File: src/logic/bank_pkg.sv
package bank_pkg;

  localparam int BANK_SETS      = 4;
  localparam int BANK_SET_BITS  = $clog2(BANK_SETS);
  localparam int BANK_WAYS      = 2;
  localparam int WAY_BITS       = $clog2(BANK_WAYS);
  localparam int BANK_LINES     = BANK_SETS * BANK_WAYS;
  localparam int LINE_BITS      = 256;
  localparam int HALF_BITS      = LINE_BITS / 2;
  localparam int ADDR_BITS      = 28;  // Address in 16-byte units.
  localparam int TAG_BITS       = ADDR_BITS - BANK_SET_BITS - 1;
  localparam int LINE_ADDR_BITS = ADDR_BITS - 1;
  localparam int SWO_BITS       = BANK_SET_BITS + WAY_BITS + 1;  // Packed as {set, way, offset}.
  localparam int CH_BITS        = 2;
  localparam int WBUF_ID_BITS   = 3;
  localparam int WBUF_DEPTH     = 1 << WBUF_ID_BITS;

  typedef enum logic {
    BANK_OP_READ  = 1'b0,
    BANK_OP_WRITE = 1'b1
  } bank_op_e;

  typedef enum logic [1:0] {
    SC_IDLE,
    SC_EVICT,
    SC_FILL,
    SC_ACCESS
  } sc_state_e;

endpackage
File: src/logic/bank_top.sv
module bank_top (
  input  logic                                clk_i,
  input  logic                                rst_i,
  input  logic                                req_valid_i,
  output logic                                req_ready_o,
  input  logic [bank_pkg::CH_BITS-1:0]        req_ch_id_i,
  input  bank_pkg::bank_op_e                  req_op_i,
  input  logic [bank_pkg::ADDR_BITS-1:0]      req_addr_i,
  input  logic [bank_pkg::WBUF_ID_BITS-1:0]   req_wbuf_id_i,
  input  logic                                wbuf_fill_valid_i,
  input  logic [bank_pkg::WBUF_ID_BITS-1:0]   wbuf_fill_id_i,
  input  logic [bank_pkg::HALF_BITS-1:0]      wbuf_fill_data_i,
  output logic                                resp_valid_o,
  input  logic                                resp_ready_i,
  output logic [bank_pkg::CH_BITS-1:0]        resp_ch_id_o,
  output logic [bank_pkg::HALF_BITS-1:0]      resp_data_o,
  output logic                                mem_rd_valid_o,
  input  logic                                mem_rd_ready_i,
  output logic [bank_pkg::LINE_ADDR_BITS-1:0] mem_rd_addr_o,
  input  logic                                mem_rdata_valid_i,
  input  logic [bank_pkg::LINE_BITS-1:0]      mem_rdata_i,
  output logic                                mem_wr_valid_o,
  input  logic                                mem_wr_ready_i,
  output logic [bank_pkg::LINE_ADDR_BITS-1:0] mem_wr_addr_o,
  output logic [bank_pkg::LINE_BITS-1:0]      mem_wr_data_o
);

  logic htu_isu_valid, htu_isu_ready, htu_isu_hit, htu_isu_vdirty, fill_done;
  logic [bank_pkg::CH_BITS-1:0] htu_isu_ch_id;
  bank_pkg::bank_op_e htu_isu_op;
  logic [bank_pkg::SWO_BITS-1:0] htu_isu_swo;
  logic [bank_pkg::WBUF_ID_BITS-1:0] htu_isu_wbuf_id;
  logic htu_rd_valid, htu_rd_ready, htu_ev_valid, htu_ev_ready;
  logic [bank_pkg::LINE_ADDR_BITS-1:0] htu_rd_addr;
  logic [bank_pkg::LINE_ADDR_BITS-1:0] htu_ev_addr;
  logic biu_fill_valid, biu_fill_ready;
  logic [bank_pkg::LINE_BITS-1:0] biu_fill_data;
  logic isu_sc_valid, isu_sc_ready, isu_sc_fill, isu_sc_vdirty;
  logic [bank_pkg::CH_BITS-1:0] isu_sc_ch_id;
  bank_pkg::bank_op_e isu_sc_op;
  logic [bank_pkg::SWO_BITS-1:0] isu_sc_swo;
  logic [bank_pkg::WBUF_ID_BITS-1:0] isu_sc_wbuf_id;
  logic [bank_pkg::LINE_BITS-1:0] isu_sc_fill_data;
  logic sc_ev_valid, sc_ev_ready;
  logic [bank_pkg::LINE_BITS-1:0] sc_ev_data;
  logic wbuf_req_valid, wbuf_req_ready, wbuf_rtn_valid, wbuf_rtn_ready;
  logic [bank_pkg::WBUF_ID_BITS-1:0] wbuf_req_id;
  logic [bank_pkg::HALF_BITS-1:0] wbuf_rtn_data;

  bank_htu htu_i (
    .clk_i(clk_i), .rst_i(rst_i),
    .req_valid_i(req_valid_i), .req_ready_o(req_ready_o), .req_ch_id_i(req_ch_id_i),
    .req_op_i(req_op_i), .req_addr_i(req_addr_i), .req_wbuf_id_i(req_wbuf_id_i),
    .isu_valid_o(htu_isu_valid), .isu_ready_i(htu_isu_ready), .isu_ch_id_o(htu_isu_ch_id),
    .isu_op_o(htu_isu_op), .isu_set_way_offset_o(htu_isu_swo),
    .isu_wbuf_id_o(htu_isu_wbuf_id), .isu_hit_o(htu_isu_hit),
    .isu_victim_dirty_o(htu_isu_vdirty), .fill_done_i(fill_done),
    .rd_valid_o(htu_rd_valid), .rd_ready_i(htu_rd_ready), .rd_addr_o(htu_rd_addr),
    .ev_valid_o(htu_ev_valid), .ev_ready_i(htu_ev_ready), .ev_addr_o(htu_ev_addr)
  );

  bank_isu isu_i (
    .clk_i(clk_i), .rst_i(rst_i),
    .htu_valid_i(htu_isu_valid), .htu_ready_o(htu_isu_ready), .htu_ch_id_i(htu_isu_ch_id),
    .htu_op_i(htu_isu_op), .htu_set_way_offset_i(htu_isu_swo),
    .htu_wbuf_id_i(htu_isu_wbuf_id), .htu_hit_i(htu_isu_hit),
    .htu_victim_dirty_i(htu_isu_vdirty),
    .fill_valid_i(biu_fill_valid), .fill_ready_o(biu_fill_ready),
    .fill_data_i(biu_fill_data), .fill_done_o(fill_done),
    .sc_valid_o(isu_sc_valid), .sc_ready_i(isu_sc_ready), .sc_ch_id_o(isu_sc_ch_id),
    .sc_op_o(isu_sc_op), .sc_set_way_offset_o(isu_sc_swo), .sc_wbuf_id_o(isu_sc_wbuf_id),
    .sc_fill_o(isu_sc_fill), .sc_victim_dirty_o(isu_sc_vdirty),
    .sc_fill_data_o(isu_sc_fill_data)
  );

  bank_sram_ctrl sc_i (
    .clk_i(clk_i), .rst_i(rst_i),
    .isu_valid_i(isu_sc_valid), .isu_ready_o(isu_sc_ready), .isu_ch_id_i(isu_sc_ch_id),
    .isu_op_i(isu_sc_op), .isu_set_way_offset_i(isu_sc_swo), .isu_wbuf_id_i(isu_sc_wbuf_id),
    .isu_fill_i(isu_sc_fill), .isu_victim_dirty_i(isu_sc_vdirty),
    .isu_fill_data_i(isu_sc_fill_data),
    .wbuf_req_valid_o(wbuf_req_valid), .wbuf_req_ready_i(wbuf_req_ready),
    .wbuf_req_id_o(wbuf_req_id),
    .wbuf_rtn_valid_i(wbuf_rtn_valid), .wbuf_rtn_ready_o(wbuf_rtn_ready),
    .wbuf_rtn_data_i(wbuf_rtn_data),
    .ev_valid_o(sc_ev_valid), .ev_ready_i(sc_ev_ready), .ev_data_o(sc_ev_data),
    .resp_valid_o(resp_valid_o), .resp_ready_i(resp_ready_i),
    .resp_ch_id_o(resp_ch_id_o), .resp_data_o(resp_data_o)
  );

  bank_wbuffer wbuf_i (
    .clk_i(clk_i), .rst_i(rst_i),
    .fill_valid_i(wbuf_fill_valid_i), .fill_id_i(wbuf_fill_id_i),
    .fill_data_i(wbuf_fill_data_i),
    .req_valid_i(wbuf_req_valid), .req_ready_o(wbuf_req_ready), .req_id_i(wbuf_req_id),
    .rtn_valid_o(wbuf_rtn_valid), .rtn_ready_i(wbuf_rtn_ready), .rtn_data_o(wbuf_rtn_data)
  );

  bank_biu biu_i (
    .clk_i(clk_i), .rst_i(rst_i),
    .rd_valid_i(htu_rd_valid), .rd_ready_o(htu_rd_ready), .rd_addr_i(htu_rd_addr),
    .ev_addr_valid_i(htu_ev_valid), .ev_addr_ready_o(htu_ev_ready), .ev_addr_i(htu_ev_addr),
    .ev_data_valid_i(sc_ev_valid), .ev_data_ready_o(sc_ev_ready), .ev_data_i(sc_ev_data),
    .fill_valid_o(biu_fill_valid), .fill_ready_i(biu_fill_ready),
    .fill_data_o(biu_fill_data),
    .mem_rd_valid_o(mem_rd_valid_o), .mem_rd_ready_i(mem_rd_ready_i),
    .mem_rd_addr_o(mem_rd_addr_o),
    .mem_rdata_valid_i(mem_rdata_valid_i), .mem_rdata_i(mem_rdata_i),
    .mem_wr_valid_o(mem_wr_valid_o), .mem_wr_ready_i(mem_wr_ready_i),
    .mem_wr_addr_o(mem_wr_addr_o), .mem_wr_data_o(mem_wr_data_o)
  );

endmodule

File: src/logic/bank_biu.sv
module bank_biu (
  input  logic                                clk_i,
  input  logic                                rst_i,
  input  logic                                rd_valid_i,
  output logic                                rd_ready_o,
  input  logic [bank_pkg::LINE_ADDR_BITS-1:0] rd_addr_i,
  input  logic                                ev_addr_valid_i,
  output logic                                ev_addr_ready_o,
  input  logic [bank_pkg::LINE_ADDR_BITS-1:0] ev_addr_i,
  input  logic                                ev_data_valid_i,
  output logic                                ev_data_ready_o,
  input  logic [bank_pkg::LINE_BITS-1:0]      ev_data_i,
  output logic                                fill_valid_o,
  input  logic                                fill_ready_i,
  output logic [bank_pkg::LINE_BITS-1:0]      fill_data_o,
  output logic                                mem_rd_valid_o,
  input  logic                                mem_rd_ready_i,
  output logic [bank_pkg::LINE_ADDR_BITS-1:0] mem_rd_addr_o,
  input  logic                                mem_rdata_valid_i,
  input  logic [bank_pkg::LINE_BITS-1:0]      mem_rdata_i,
  output logic                                mem_wr_valid_o,
  input  logic                                mem_wr_ready_i,
  output logic [bank_pkg::LINE_ADDR_BITS-1:0] mem_wr_addr_o,
  output logic [bank_pkg::LINE_BITS-1:0]      mem_wr_data_o
);

  logic [bank_pkg::LINE_ADDR_BITS-1:0] ev_addr_q;
  logic ev_pend_q;
  logic ev_rd_q;
  logic rd_block;
  logic ev_take;

  // A later read must not pass the write back of an older victim.
  assign rd_block        = mem_wr_valid_o || (ev_pend_q && ev_rd_q);
  assign mem_rd_valid_o  = rd_valid_i && !rd_block;
  assign mem_rd_addr_o   = rd_addr_i;
  assign rd_ready_o      = mem_rd_ready_i && !rd_block;
  assign ev_addr_ready_o = !ev_pend_q;
  assign ev_data_ready_o = ev_pend_q && !mem_wr_valid_o;
  assign ev_take         = ev_data_valid_i && ev_data_ready_o;

  always_ff @(posedge clk_i or posedge rst_i) begin
    if (rst_i) begin
      ev_pend_q      <= 1'b0;
      ev_rd_q        <= 1'b0;
      fill_valid_o   <= 1'b0;
      mem_wr_valid_o <= 1'b0;
    end else begin
      if (fill_ready_i) fill_valid_o <= 1'b0;
      if (mem_rdata_valid_i) fill_valid_o <= 1'b1;
      if (mem_wr_ready_i) mem_wr_valid_o <= 1'b0;
      if (ev_addr_valid_i && ev_addr_ready_o) ev_pend_q <= 1'b1;
      if (rd_valid_i && rd_ready_o && ev_pend_q) ev_rd_q <= 1'b1;  // Own miss read sent.
      if (ev_take) begin
        mem_wr_valid_o <= 1'b1;
        ev_pend_q      <= 1'b0;
        ev_rd_q        <= 1'b0;
      end
    end
  end

  always_ff @(posedge clk_i) begin
    if (mem_rdata_valid_i) fill_data_o <= mem_rdata_i;
    if (ev_addr_valid_i && ev_addr_ready_o) ev_addr_q <= ev_addr_i;
    if (ev_take) begin
      mem_wr_addr_o <= ev_addr_q;
      mem_wr_data_o <= ev_data_i;
    end
  end

endmodule

File: src/logic/bank_wbuffer.sv
module bank_wbuffer (
  input  logic                              clk_i,
  input  logic                              rst_i,
  input  logic                              fill_valid_i,
  input  logic [bank_pkg::WBUF_ID_BITS-1:0] fill_id_i,
  input  logic [bank_pkg::HALF_BITS-1:0]    fill_data_i,
  input  logic                              req_valid_i,
  output logic                              req_ready_o,
  input  logic [bank_pkg::WBUF_ID_BITS-1:0] req_id_i,
  output logic                              rtn_valid_o,
  input  logic                              rtn_ready_i,
  output logic [bank_pkg::HALF_BITS-1:0]    rtn_data_o
);

  logic [bank_pkg::HALF_BITS-1:0] mem_q [bank_pkg::WBUF_DEPTH];

  assign req_ready_o = !rtn_valid_o || rtn_ready_i;

  always_ff @(posedge clk_i) begin
    if (fill_valid_i) mem_q[fill_id_i] <= fill_data_i;
    if (req_valid_i && req_ready_o) rtn_data_o <= mem_q[req_id_i];
  end

  always_ff @(posedge clk_i or posedge rst_i) begin
    if (rst_i) begin
      rtn_valid_o <= 1'b0;
    end else if (req_ready_o) begin
      rtn_valid_o <= req_valid_i;  // Data follows one cycle later.
    end
  end

endmodule

File: src/logic/bank_sram_ctrl.sv
module bank_sram_ctrl (
  input  logic                              clk_i,
  input  logic                              rst_i,
  input  logic                              isu_valid_i,
  output logic                              isu_ready_o,
  input  logic [bank_pkg::CH_BITS-1:0]      isu_ch_id_i,
  input  bank_pkg::bank_op_e                isu_op_i,
  input  logic [bank_pkg::SWO_BITS-1:0]     isu_set_way_offset_i,
  input  logic [bank_pkg::WBUF_ID_BITS-1:0] isu_wbuf_id_i,
  input  logic                              isu_fill_i,
  input  logic                              isu_victim_dirty_i,
  input  logic [bank_pkg::LINE_BITS-1:0]    isu_fill_data_i,
  output logic                              wbuf_req_valid_o,
  input  logic                              wbuf_req_ready_i,
  output logic [bank_pkg::WBUF_ID_BITS-1:0] wbuf_req_id_o,
  input  logic                              wbuf_rtn_valid_i,
  output logic                              wbuf_rtn_ready_o,
  input  logic [bank_pkg::HALF_BITS-1:0]    wbuf_rtn_data_i,
  output logic                              ev_valid_o,
  input  logic                              ev_ready_i,
  output logic [bank_pkg::LINE_BITS-1:0]    ev_data_o,
  output logic                              resp_valid_o,
  input  logic                              resp_ready_i,
  output logic [bank_pkg::CH_BITS-1:0]      resp_ch_id_o,
  output logic [bank_pkg::HALF_BITS-1:0]    resp_data_o
);

  bank_pkg::sc_state_e state_q;
  bank_pkg::bank_op_e op_q;
  logic [bank_pkg::LINE_BITS-1:0] data_q [bank_pkg::BANK_LINES];
  logic [bank_pkg::CH_BITS-1:0] ch_q;
  logic [bank_pkg::SWO_BITS-1:0] swo_q;
  logic [bank_pkg::LINE_BITS-1:0] fill_q;
  logic [bank_pkg::LINE_BITS-1:0] isu_line;
  logic [bank_pkg::LINE_BITS-1:0] cur_line;
  logic resp_free;
  logic accept;
  logic hit_read;
  logic rtn_take;
  logic acc_done;
  logic is_write;

  assign isu_line  = data_q[isu_set_way_offset_i[bank_pkg::SWO_BITS-1:1]];
  assign cur_line  = data_q[swo_q[bank_pkg::SWO_BITS-1:1]];
  assign is_write  = (op_q == bank_pkg::BANK_OP_WRITE);
  assign resp_free = !resp_valid_o || resp_ready_i;
  assign isu_ready_o = (state_q == bank_pkg::SC_IDLE) && resp_free;
  assign accept    = isu_valid_i && isu_ready_o;
  assign hit_read  = accept && !isu_fill_i && (isu_op_i == bank_pkg::BANK_OP_READ);
  assign wbuf_rtn_ready_o = (state_q == bank_pkg::SC_ACCESS) && is_write && resp_free;
  assign rtn_take  = wbuf_rtn_valid_i && wbuf_rtn_ready_o;
  assign acc_done  = (state_q == bank_pkg::SC_ACCESS) && (is_write ? rtn_take : resp_free);

  always_ff @(posedge clk_i) begin
    if (state_q == bank_pkg::SC_FILL) begin
      data_q[swo_q[bank_pkg::SWO_BITS-1:1]] <= fill_q;
    end else if (rtn_take) begin
      data_q[swo_q[bank_pkg::SWO_BITS-1:1]][swo_q[0]*bank_pkg::HALF_BITS +: bank_pkg::HALF_BITS]
        <= wbuf_rtn_data_i;
    end
  end

  always_ff @(posedge clk_i or posedge rst_i) begin
    if (rst_i) begin
      state_q          <= bank_pkg::SC_IDLE;
      ev_valid_o       <= 1'b0;
      wbuf_req_valid_o <= 1'b0;
      resp_valid_o     <= 1'b0;
    end else begin
      if (resp_ready_i) resp_valid_o <= 1'b0;
      if (wbuf_req_ready_i) wbuf_req_valid_o <= 1'b0;
      case (state_q)
        bank_pkg::SC_IDLE: begin
          if (hit_read) begin
            resp_valid_o <= 1'b1;  // Read hit answers at once.
          end else if (accept && isu_fill_i) begin
            ev_valid_o <= isu_victim_dirty_i;
            state_q    <= isu_victim_dirty_i ? bank_pkg::SC_EVICT : bank_pkg::SC_FILL;
          end else if (accept) begin
            wbuf_req_valid_o <= 1'b1;
            state_q          <= bank_pkg::SC_ACCESS;
          end
        end
        bank_pkg::SC_EVICT: begin
          if (ev_ready_i) begin
            ev_valid_o <= 1'b0;
            state_q    <= bank_pkg::SC_FILL;
          end
        end
        bank_pkg::SC_FILL: begin
          wbuf_req_valid_o <= is_write;
          state_q          <= bank_pkg::SC_ACCESS;
        end
        default: begin
          if (acc_done) begin
            resp_valid_o <= 1'b1;
            state_q      <= bank_pkg::SC_IDLE;
          end
        end
      endcase
    end
  end

  always_ff @(posedge clk_i) begin
    if (accept) begin
      ch_q          <= isu_ch_id_i;
      op_q          <= isu_op_i;
      swo_q         <= isu_set_way_offset_i;
      wbuf_req_id_o <= isu_wbuf_id_i;
      fill_q        <= isu_fill_data_i;
      ev_data_o     <= isu_line;  // Victim is still intact here.
    end
    if (hit_read) begin
      resp_ch_id_o <= isu_ch_id_i;
      resp_data_o  <= isu_line[isu_set_way_offset_i[0]*bank_pkg::HALF_BITS +: bank_pkg::HALF_BITS];
    end else if (acc_done) begin
      resp_ch_id_o <= ch_q;
      resp_data_o  <= is_write ? wbuf_rtn_data_i
                               : cur_line[swo_q[0]*bank_pkg::HALF_BITS +: bank_pkg::HALF_BITS];
    end
  end

endmodule

File: src/logic/bank_isu.sv
module bank_isu (
  input  logic                              clk_i,
  input  logic                              rst_i,
  input  logic                              htu_valid_i,
  output logic                              htu_ready_o,
  input  logic [bank_pkg::CH_BITS-1:0]      htu_ch_id_i,
  input  bank_pkg::bank_op_e                htu_op_i,
  input  logic [bank_pkg::SWO_BITS-1:0]     htu_set_way_offset_i,
  input  logic [bank_pkg::WBUF_ID_BITS-1:0] htu_wbuf_id_i,
  input  logic                              htu_hit_i,
  input  logic                              htu_victim_dirty_i,
  input  logic                              fill_valid_i,
  output logic                              fill_ready_o,
  input  logic [bank_pkg::LINE_BITS-1:0]    fill_data_i,
  output logic                              fill_done_o,
  output logic                              sc_valid_o,
  input  logic                              sc_ready_i,
  output logic [bank_pkg::CH_BITS-1:0]      sc_ch_id_o,
  output bank_pkg::bank_op_e                sc_op_o,
  output logic [bank_pkg::SWO_BITS-1:0]     sc_set_way_offset_o,
  output logic [bank_pkg::WBUF_ID_BITS-1:0] sc_wbuf_id_o,
  output logic                              sc_fill_o,
  output logic                              sc_victim_dirty_o,
  output logic [bank_pkg::LINE_BITS-1:0]    sc_fill_data_o
);

  logic valid_q;
  logic hit_q;
  logic have_fill_q;
  logic take;

  // A miss waits here for its line.
  assign sc_valid_o   = valid_q && (hit_q || have_fill_q);
  assign take         = sc_valid_o && sc_ready_i;
  assign htu_ready_o  = !valid_q || take;
  assign fill_ready_o = valid_q && !hit_q && !have_fill_q;
  assign fill_done_o  = take && !hit_q;
  assign sc_fill_o    = !hit_q;

  always_ff @(posedge clk_i or posedge rst_i) begin
    if (rst_i) begin
      valid_q     <= 1'b0;
      have_fill_q <= 1'b0;
    end else begin
      if (fill_valid_i && fill_ready_o) have_fill_q <= 1'b1;
      if (htu_ready_o) begin
        valid_q     <= htu_valid_i;
        have_fill_q <= 1'b0;
      end
    end
  end

  always_ff @(posedge clk_i) begin
    if (htu_valid_i && htu_ready_o) begin
      sc_ch_id_o          <= htu_ch_id_i;
      sc_op_o             <= htu_op_i;
      sc_set_way_offset_o <= htu_set_way_offset_i;
      sc_wbuf_id_o        <= htu_wbuf_id_i;
      sc_victim_dirty_o   <= htu_victim_dirty_i;
      hit_q               <= htu_hit_i;
    end
    if (fill_valid_i && fill_ready_o) sc_fill_data_o <= fill_data_i;
  end

endmodule

File: src/logic/bank_htu.sv
module bank_htu (
  input  logic                                clk_i,
  input  logic                                rst_i,
  input  logic                                req_valid_i,
  output logic                                req_ready_o,
  input  logic [bank_pkg::CH_BITS-1:0]        req_ch_id_i,
  input  bank_pkg::bank_op_e                  req_op_i,
  input  logic [bank_pkg::ADDR_BITS-1:0]      req_addr_i,
  input  logic [bank_pkg::WBUF_ID_BITS-1:0]   req_wbuf_id_i,
  output logic                                isu_valid_o,
  input  logic                                isu_ready_i,
  output logic [bank_pkg::CH_BITS-1:0]        isu_ch_id_o,
  output bank_pkg::bank_op_e                  isu_op_o,
  output logic [bank_pkg::SWO_BITS-1:0]       isu_set_way_offset_o,
  output logic [bank_pkg::WBUF_ID_BITS-1:0]   isu_wbuf_id_o,
  output logic                                isu_hit_o,
  output logic                                isu_victim_dirty_o,
  input  logic                                fill_done_i,
  output logic                                rd_valid_o,
  input  logic                                rd_ready_i,
  output logic [bank_pkg::LINE_ADDR_BITS-1:0] rd_addr_o,
  output logic                                ev_valid_o,
  input  logic                                ev_ready_i,
  output logic [bank_pkg::LINE_ADDR_BITS-1:0] ev_addr_o
);

  logic [bank_pkg::TAG_BITS-1:0] tag_q [bank_pkg::BANK_SETS][bank_pkg::BANK_WAYS];
  logic [bank_pkg::BANK_SETS-1:0][bank_pkg::BANK_WAYS-1:0] valid_q;
  logic [bank_pkg::BANK_SETS-1:0][bank_pkg::BANK_WAYS-1:0] dirty_q;
  logic [bank_pkg::BANK_SETS-1:0][bank_pkg::WAY_BITS-1:0] rr_q;
  logic [bank_pkg::BANK_SET_BITS-1:0] set;
  logic [bank_pkg::TAG_BITS-1:0] tag;
  logic [bank_pkg::WAY_BITS-1:0] way;
  logic hit;
  logic victim_dirty;
  logic accept;
  logic wait_q;
  logic rd_pend_q;

  assign set = req_addr_i[bank_pkg::BANK_SET_BITS:1];
  assign tag = req_addr_i[bank_pkg::ADDR_BITS-1:bank_pkg::BANK_SET_BITS+1];

  always_comb begin
    hit = 1'b0;
    way = rr_q[set];  // Victim unless a way hits.
    for (int w = 0; w < bank_pkg::BANK_WAYS; w++) begin
      if (valid_q[set][w] && tag_q[set][w] == tag) begin
        hit = 1'b1;
        way = w[bank_pkg::WAY_BITS-1:0];
      end
    end
  end

  assign victim_dirty = !hit && valid_q[set][way] && dirty_q[set][way];
  assign req_ready_o  = !wait_q && (!isu_valid_o || isu_ready_i);
  assign accept       = req_valid_i && req_ready_o;
  // Linefill read goes out only once the eviction address has left.
  assign rd_valid_o   = rd_pend_q && !ev_valid_o;

  always_ff @(posedge clk_i or posedge rst_i) begin
    if (rst_i) begin
      valid_q     <= '0;
      dirty_q     <= '0;
      rr_q        <= '0;
      wait_q      <= 1'b0;
      rd_pend_q   <= 1'b0;
      ev_valid_o  <= 1'b0;
      isu_valid_o <= 1'b0;
    end else begin
      if (!isu_valid_o || isu_ready_i) isu_valid_o <= accept;
      if (rd_valid_o && rd_ready_i) rd_pend_q <= 1'b0;
      if (ev_valid_o && ev_ready_i) ev_valid_o <= 1'b0;
      if (fill_done_i) wait_q <= 1'b0;
      if (accept) begin
        dirty_q[set][way] <= (req_op_i == bank_pkg::BANK_OP_WRITE) || (hit && dirty_q[set][way]);
        if (!hit) begin
          valid_q[set][way] <= 1'b1;
          rr_q[set]         <= rr_q[set] + 1'b1;
          wait_q            <= 1'b1;  // Blocks until fill_done.
          rd_pend_q         <= 1'b1;
          ev_valid_o        <= victim_dirty;
        end
      end
    end
  end

  always_ff @(posedge clk_i) begin
    if (accept) begin
      isu_ch_id_o          <= req_ch_id_i;
      isu_op_o             <= req_op_i;
      isu_set_way_offset_o <= {set, way, req_addr_i[0]};
      isu_wbuf_id_o        <= req_wbuf_id_i;
      isu_hit_o            <= hit;
      isu_victim_dirty_o   <= victim_dirty;
    end
    if (accept && !hit) begin
      tag_q[set][way] <= tag;
      rd_addr_o       <= req_addr_i[bank_pkg::ADDR_BITS-1:1];
      ev_addr_o       <= {tag_q[set][way], set};  // Old owner of the line.
    end
  end

endmodule

File: config.mk
export PLATFORM = sky130hd
export DESIGN_NAME = bank_top
export DESIGN_NICKNAME = d
export VERILOG_FILES = /design/src/logic/bank_pkg.sv /design/src/logic/bank_top.sv /design/src/logic/bank_biu.sv /design/src/logic/bank_wbuffer.sv /design/src/logic/bank_sram_ctrl.sv /design/src/logic/bank_isu.sv /design/src/logic/bank_htu.sv
export SDC_FILE = /design/constraint.sdc
export NUM_CORES = 2
export LEC_CHECK = 0
export BUFFER_PORTS_ARGS = -buffer_cell sky130_fd_sc_hd__buf_2
export CAP_MARGIN = 15
export CORE_UTILIZATION = 56
export DETAILED_ROUTE_END_ITERATION = 10
export PLACE_DENSITY = 0.8
export SYNTH_ARGS = -nofsm -noshare
export SYNTH_HDL_FRONTEND = slang
export SYNTH_SLANG_ARGS = --single-unit
File: constraint.sdc
create_clock -name clk_i -period 18.87 [get_ports clk_i]
set_clock_uncertainty 0.15 [all_clocks]
set_input_delay 2.8305 -clock clk_i [delete_from_list [all_inputs] [get_ports clk_i]]
set_output_delay 2.8305 -clock clk_i [all_outputs]
set_load 0.1 [all_outputs]
### Word level (Yosys, flattened, before mapping)

Memory sizes are Yosys's and may differ from the RTL's. A register that Yosys moved wholly into a read port is not among the register bits.
Cells that the tools add are included.
Widths: inputs -> output; s select.

| storage, ports and cells | value |
|---|---|
| bits in registers | 1588 |
| latch bits | 0 |
| memory bits (writable) | 3272 |
| ROM bits | 0 |
| input port bits | 429 |
| output and inout bits | 444 |
| word-level logic and storage cells | 744 |
| memories kept | 3 |

| operators by class | value |
|---|---|
| $add $sub $neg | 2 |
| multipliers | 0 |
| div/mod/pow operators | 0 |
| magnitude comparators | 6 |
| equal/unequal tests | 9 |
| shift-type cells | 4 |
| muxes and demuxes | 339 |
| bitwise gates (word level) | 260 |
| reductions and logical operators | 67 |

Memories:

| memory | depth | width | read ports | clocked after Yosys merged registers in | write ports | RTL line | source |
|---|---|---|---|---|---|---|---|
| sc_i.data_q | 8 | 256 | 2 | 2 | 1 | bank_sram_ctrl.sv:30 | `logic [bank_pkg::LINE_BITS-1:0] data_q [bank_pkg::BANK_LINES];` |
| wbuf_i.mem_q | 8 | 128 | 1 | 1 | 1 | bank_wbuffer.sv:15 | `logic [bank_pkg::HALF_BITS-1:0] mem_q [bank_pkg::WBUF_DEPTH];` |
| htu_i.tag_q | 4 | 50 | 1 | 0 | 1 | bank_htu.sv:27 | `logic [bank_pkg::TAG_BITS-1:0] tag_q [bank_pkg::BANK_SETS][bank_pkg::BANK_WAYS];` |

Operator list:

| cell | number |
|---|---|
| $shiftx 256x9->128 | 2 |
| $mux 128 | 3 |
| $mux 1 | 304 |
| $mux 256 | 1 |
| $or 1x1->1 | 256 |
| $shift 128x34->256 const A | 1 |
| $shiftx 128x34->256 | 1 |
| $mux 25 | 4 |
| $eq 25x25->1 | 2 |
| $mux 50 | 1 |
| $logic_and 1x1->1 | 35 |
| $neg 8->34 | 1 |
| $demux 25 s1 | 1 |
| $mux 2 | 11 |
| $reduce_bool 2->1 | 7 |
| $logic_not 1->1 | 12 |
| $bmux 2 s2 | 2 |
| $bwmux 8 | 1 |
| $or 8x8->8 | 1 |
| $reduce_and 4->1 | 2 |
| $logic_or 1x1->1 | 7 |
| $mux 3 | 2 |
| $pmux 1 s2 | 3 |
| $pmux 2 s3 | 1 |
| other kinds (23) | 26 |

### Logic depth before layout (Yosys ltp)

| depth | value |
|---|---|
| depth in word-level cells | 12 |
| gate-level depth with buffers | 13 |
| depth with buffers taken out | 10 |

### By module

From an unflattened synthesis, not the netlist that was laid out.

| second synthesis, totals | value |
|---|---|
| cells, all modules | 9242 |
| area total of the unflattened synthesis | 199349.9 µm² |

By module, submodules not included:

| module | instances | cells an instance | area an instance (µm²) | sequential area each (µm²) |
|---|---|---|---|---|
| bank_sram_ctrl | 1 | 6113 | 119384.5 | 81262.9 |
| bank_wbuffer | 1 | 1625 | 42866.1 | 34618.2 |
| bank_biu | 1 | 613 | 17390.4 | 17096.4 |
| bank_htu | 1 | 609 | 11533.6 | 8528.2 |
| bank_isu | 1 | 282 | 8175.3 | 8097.8 |

### Worst setup path before layout

OpenSTA, ideal clock, no wires.

| path | value |
|---|---|
| kind | input port to flip-flop |
| from | input resp_ready_i |
| to | memory sc_i.data_q[0][0] (netlist bit) (enable) |
| setup time | 0.772 ns |
| arrival | 12.984 ns |
| data required time | 17.948 ns |
| slack | 4.964 ns |
| cell stages on the path | 7 |
| path buffers | 2 |
| cells stage by stage | nand2b_1 -> nand3_1 -> nor4b_1 -> clkbuf_1 -> clkbuf_1 -> o21bai_1 -> nor3_1 |

| between the ends | value |
|---|---|
| longest elaborated chain between the ends | 7 |

Ends and longest elaborated chain:

| item | RTL line | source |
|---|---|---|
| from (decl) | bank_top.sv:14 | `input logic resp_ready_i,` |
| $logic_or 1x1->1 | bank_sram_ctrl.sv:46 | `assign resp_free = !resp_valid_o \|\| resp_ready_i;` |
| $logic_and 1x1->1 | bank_sram_ctrl.sv:50 | `assign wbuf_rtn_ready_o = (state_q == bank_pkg::SC_ACCESS) && is_write && resp_free;` |
| $logic_and 1x1->1 | bank_sram_ctrl.sv:51 | `assign rtn_take = wbuf_rtn_valid_i && wbuf_rtn_ready_o;` |
| $mux 1 | bank_sram_ctrl.sv:57 | `end else if (rtn_take) begin` |
| $mux 1 | bank_sram_ctrl.sv:55 | `if (state_q == bank_pkg::SC_FILL) begin` |
| $mux 256 (not written as such) | bank_sram_ctrl.sv:58 | `data_q[swo_q[bank_pkg::SWO_BITS-1:1]][swo_q[0]*bank_pkg::HALF_BITS +: bank_pkg::HALF_BITS]` |
| $or 1x1->1 (no line) | - |  |
| to (decl) | bank_sram_ctrl.sv:30 |  |

Every way passes these cells.

### Final worst setup path

| path | value |
|---|---|
| from | input resp_ready_i |
| to | output req_ready_o |

| between the ends | value |
|---|---|
| longest elaborated chain between the ends | 6 |

Ends and longest elaborated chain:

| item | RTL line | source |
|---|---|---|
| $logic_or 1x1->1 | bank_sram_ctrl.sv:46 |  |
| $logic_and 1x1->1 | bank_sram_ctrl.sv:47 | `assign isu_ready_o = (state_q == bank_pkg::SC_IDLE) && resp_free;` |
| $logic_and 1x1->1 | bank_isu.sv:34 | `assign take = sc_valid_o && sc_ready_i;` |
| $logic_or 1x1->1 | bank_isu.sv:35 | `assign htu_ready_o = !valid_q \|\| take;` |
| $logic_or 1x1->1 | bank_htu.sv:55 | `assign req_ready_o = !wait_q && (!isu_valid_o \|\| isu_ready_i);` |
| $logic_and 1x1->1 | bank_htu.sv:55 |  |
| to (decl) | bank_top.sv:5 | `output logic req_ready_o,` |

Every way passes these cells.

==> flow_metrics.tcl <==
set metrics [dict create \
    grt_pass1_wl_mm 755.9 \
    start_util 0.5647 \
    syn_to_final_growth_pct 13.25 \
    antenna_found_initial 139 \
    cp.required_ps 15890 \
    grt_max_degree 144 \
    core_area_um2 350500 \
    cts_hold_buf 0 \
    syn_area_um2 197900 \
    fin_crit_sh 0.4054 \
    synthFlopType "edfxtp_1" \
    avgSynthCellArea_um2 22.92 \
    rsz0062_at_grt "false" \
    place.gp.congestion 0.9425 \
    vias_per_cell 6.748 \
    status "finished, final reports clean" \
    first_pass_iters 6 \
    setup_viol_count_final 0 \
    path_clk_slew_ps 60 \
    slew_violations 0 \
    post_drt_wl_per_cell_um 36.61 \
    grt-ovfl-total 0 \
    die_area_um2 355800 \
    ios 873 \
    dp.cells 13880 \
    cts_max_path_buffers 4 \
    layoutNonFillerInstCount 14830 \
    drt-total-wl_mm 543.1 \
    cts_buffers 478 \
    netlist.top_cell.by_area "edfxtp_1" \
    vias 100100 \
    p_leak_nw 72.11 \
    drive_gt1_frac 0.3879 \
    synth_edf_count 4950 \
    drv_cap 0 \
    clock-sinks 4992 \
    ys_seq_area_frac 0.7561 \
    grt_pass1_vias 100500 \
    end_kind "output pin" \
    row_count 217 \
    finalSetupTns_ps 0 \
    min_period_ps 7651 \
    synthTopCellsByArea "edfxtp_1, mux4_2, mux2_2, mux2i_1, clkbuf_1" \
    ys_ff_latch 4992 \
    track_usage 0.3027 \
    htree_levels 5 \
    hold_path_class "flop to flop" \
    hold_viol_final 0 \
    syn-num-nets 9068 \
    hpwl_mm 330.9 \
    cts_tree "yes" \
    worst_pin_slew_ps 1267 \
    cts_resized 0 \
    insertion_delay_ps 1020 \
    syn_inst 8635 \
    worstPathMaxFanout 8 \
    vdd_drop_max_v 0.0001705 \
    yosys_warnings 0 \
    maxSlewHeadroom 0.1550 \
    async_flop_share 0.007212 \
    final_nets 10080 \
    yosysTopAreaCellShare 0.7510 \
    cts_setup_buffers 0 \
    timing.fmax_ghz 0.1307 \
    worstSetupPathType "input port to output pin" \
    placement.io_buffers 872 \
    critical_path_arrival_ps 4670 \
    die_x_um 596.5 \
    startpoint_type "input port" \
    yosysUniqueCellTypes 65 \
    power.density_nw_per_um2 157.7 \
    die_h_um 596.5 \
    ant_nets 0 \
    drt_first_iter_violations 14230 \
    route.detailed.drc 0 \
    root_buffer "clkbuf_16" \
]
[through the flow]
step	power, mW	hold slack [ps]	setup slack [ps]	area [µm²]	util
final	35.36	231.4	11220	224200	0.6395
after global routing	36.18	250.6	11140	224100	0.6392
after CTS	35.35	237.5	11250	224000	0.6391
after detailed placement	25.59	254.5	10830	207900	0.5932
after global placement	25.35	251.5	11100	207900	0.5932
after floorplan	22.59	250.3	4964	197900	-
[layer usage]
metal  track usage  share of wire
met4        0.1710          0.067
met3       0.08503           0.13
met5             0         0.0012
met1        0.3997           0.34
met2        0.4585           0.46
[cell families after synthesis]
kind of cell | synth area share
AOI/OAI and AO/OA | 0.008509
and+or+nand+nor | 0.01229
xor gates and xnor gates | 0.001858
muxes | 0.2105
buffers and inverters | 0.01046
adders and majority gates | 0.0002529
DFF | 0.7561
[path summary, 6_finish.rpt]
check	cells past startpoint	slack, ps	endpoint	startpoint
setup / recovery	5	11220	req_ready_o	resp_ready_i
hold / removal	0	230	sc_i.fill_q[242]	isu_i.sc_fill_data_o[242]
setup reg to reg	10	12740	sc_i.resp_data_o[125]	flop
hold reg to reg	0	230	sc_i.fill_q[242]	isu_i.sc_fill_data_o[242]
max in group asynchronous	2	16050	sc_i.ev_valid_o	rst_i
min in group asynchronous	2	1900	htu_i.rr_q[2]	rst_i
[state kept, by name, summed over array words and instances, names as in the netlist, 128 cells and up, named ones only]
name	count
sc_i.data_q	2048
wbuf_i.mem_q	1024
biu_i.fill_data_o	256
biu_i.mem_wr_data_o	256
isu_i.sc_fill_data_o	256
sc_i.ev_data_o	256
sc_i.fill_q	256
htu_i.tag_q	200
sc_i.resp_data_o	128
wbuf_i.rtn_data_o	128
[where the power goes]
| part | internal, mW | switching [mW] |
|---|---|---|
| logic | 3.59 | 6.40 |
| registers | 14.5 | 1.06 |
| clock network | 5.56 | 4.23 |
[cells in the mapped netlist, types with 7 or more instances]
cell         n
mux2i_1    192
buf_1      133
nand4_1     13
nor2_1     268
clkbuf_1   303
nand2_1     65
o21ai_0    124
mux2_2     674
nor2b_1     20
nand3_1     10
a22o_1       7
a211oi_1    49
or3_1      112
nor3_1       8
buf_6        9
xnor2_1     37
o21bai_1    10
nand2b_1     8
buf_4       10
dfrtp_1     36
mux4_2    1426
edfxtp_1  4950
buf_2       38
a21oi_1     31
inv_1       16
[cell usage in the layout, fill, tap and decap left out, types with 18 or more instances in the layout]
cell type and count:
a211oi_1 49, a21oi_1 31, buf_12 21, buf_2 869
buf_4 136, bufinv_16 63, clkbuf_1 83, clkbuf_16 479
clkinv_1 97, clkinv_2 101, clkinvlp_4 33, dfrtp_1 36
diode_2 54, edfxtp_1 4950, mux2_2 674, mux2i_1 192
mux4_2 1426, nand2_1 64, nor2_1 240, nor2_4 28
nor2b_1 18, o21ai_0 124, or3_1 112, xnor2_1 37
[critical path, stage by stage]
cell and delay, ps:
buf_2 190, nand2b_1 240, nand4b_1 440, a31oi_1 370
buf_2 580
[final cells by class]
cell class              instances  area, µm²
clock inverters               337       3730
fillers                     21850     126400
flip-flops and latches       4992     149700
clock buffers                 566      12350
inverters                      18      80.08
repair buffers               1027       5806
well taps                    4708       5891
diodes                         54      135.1
multi-input cells            3132      46480
Power figures use the tool's default switching activity.
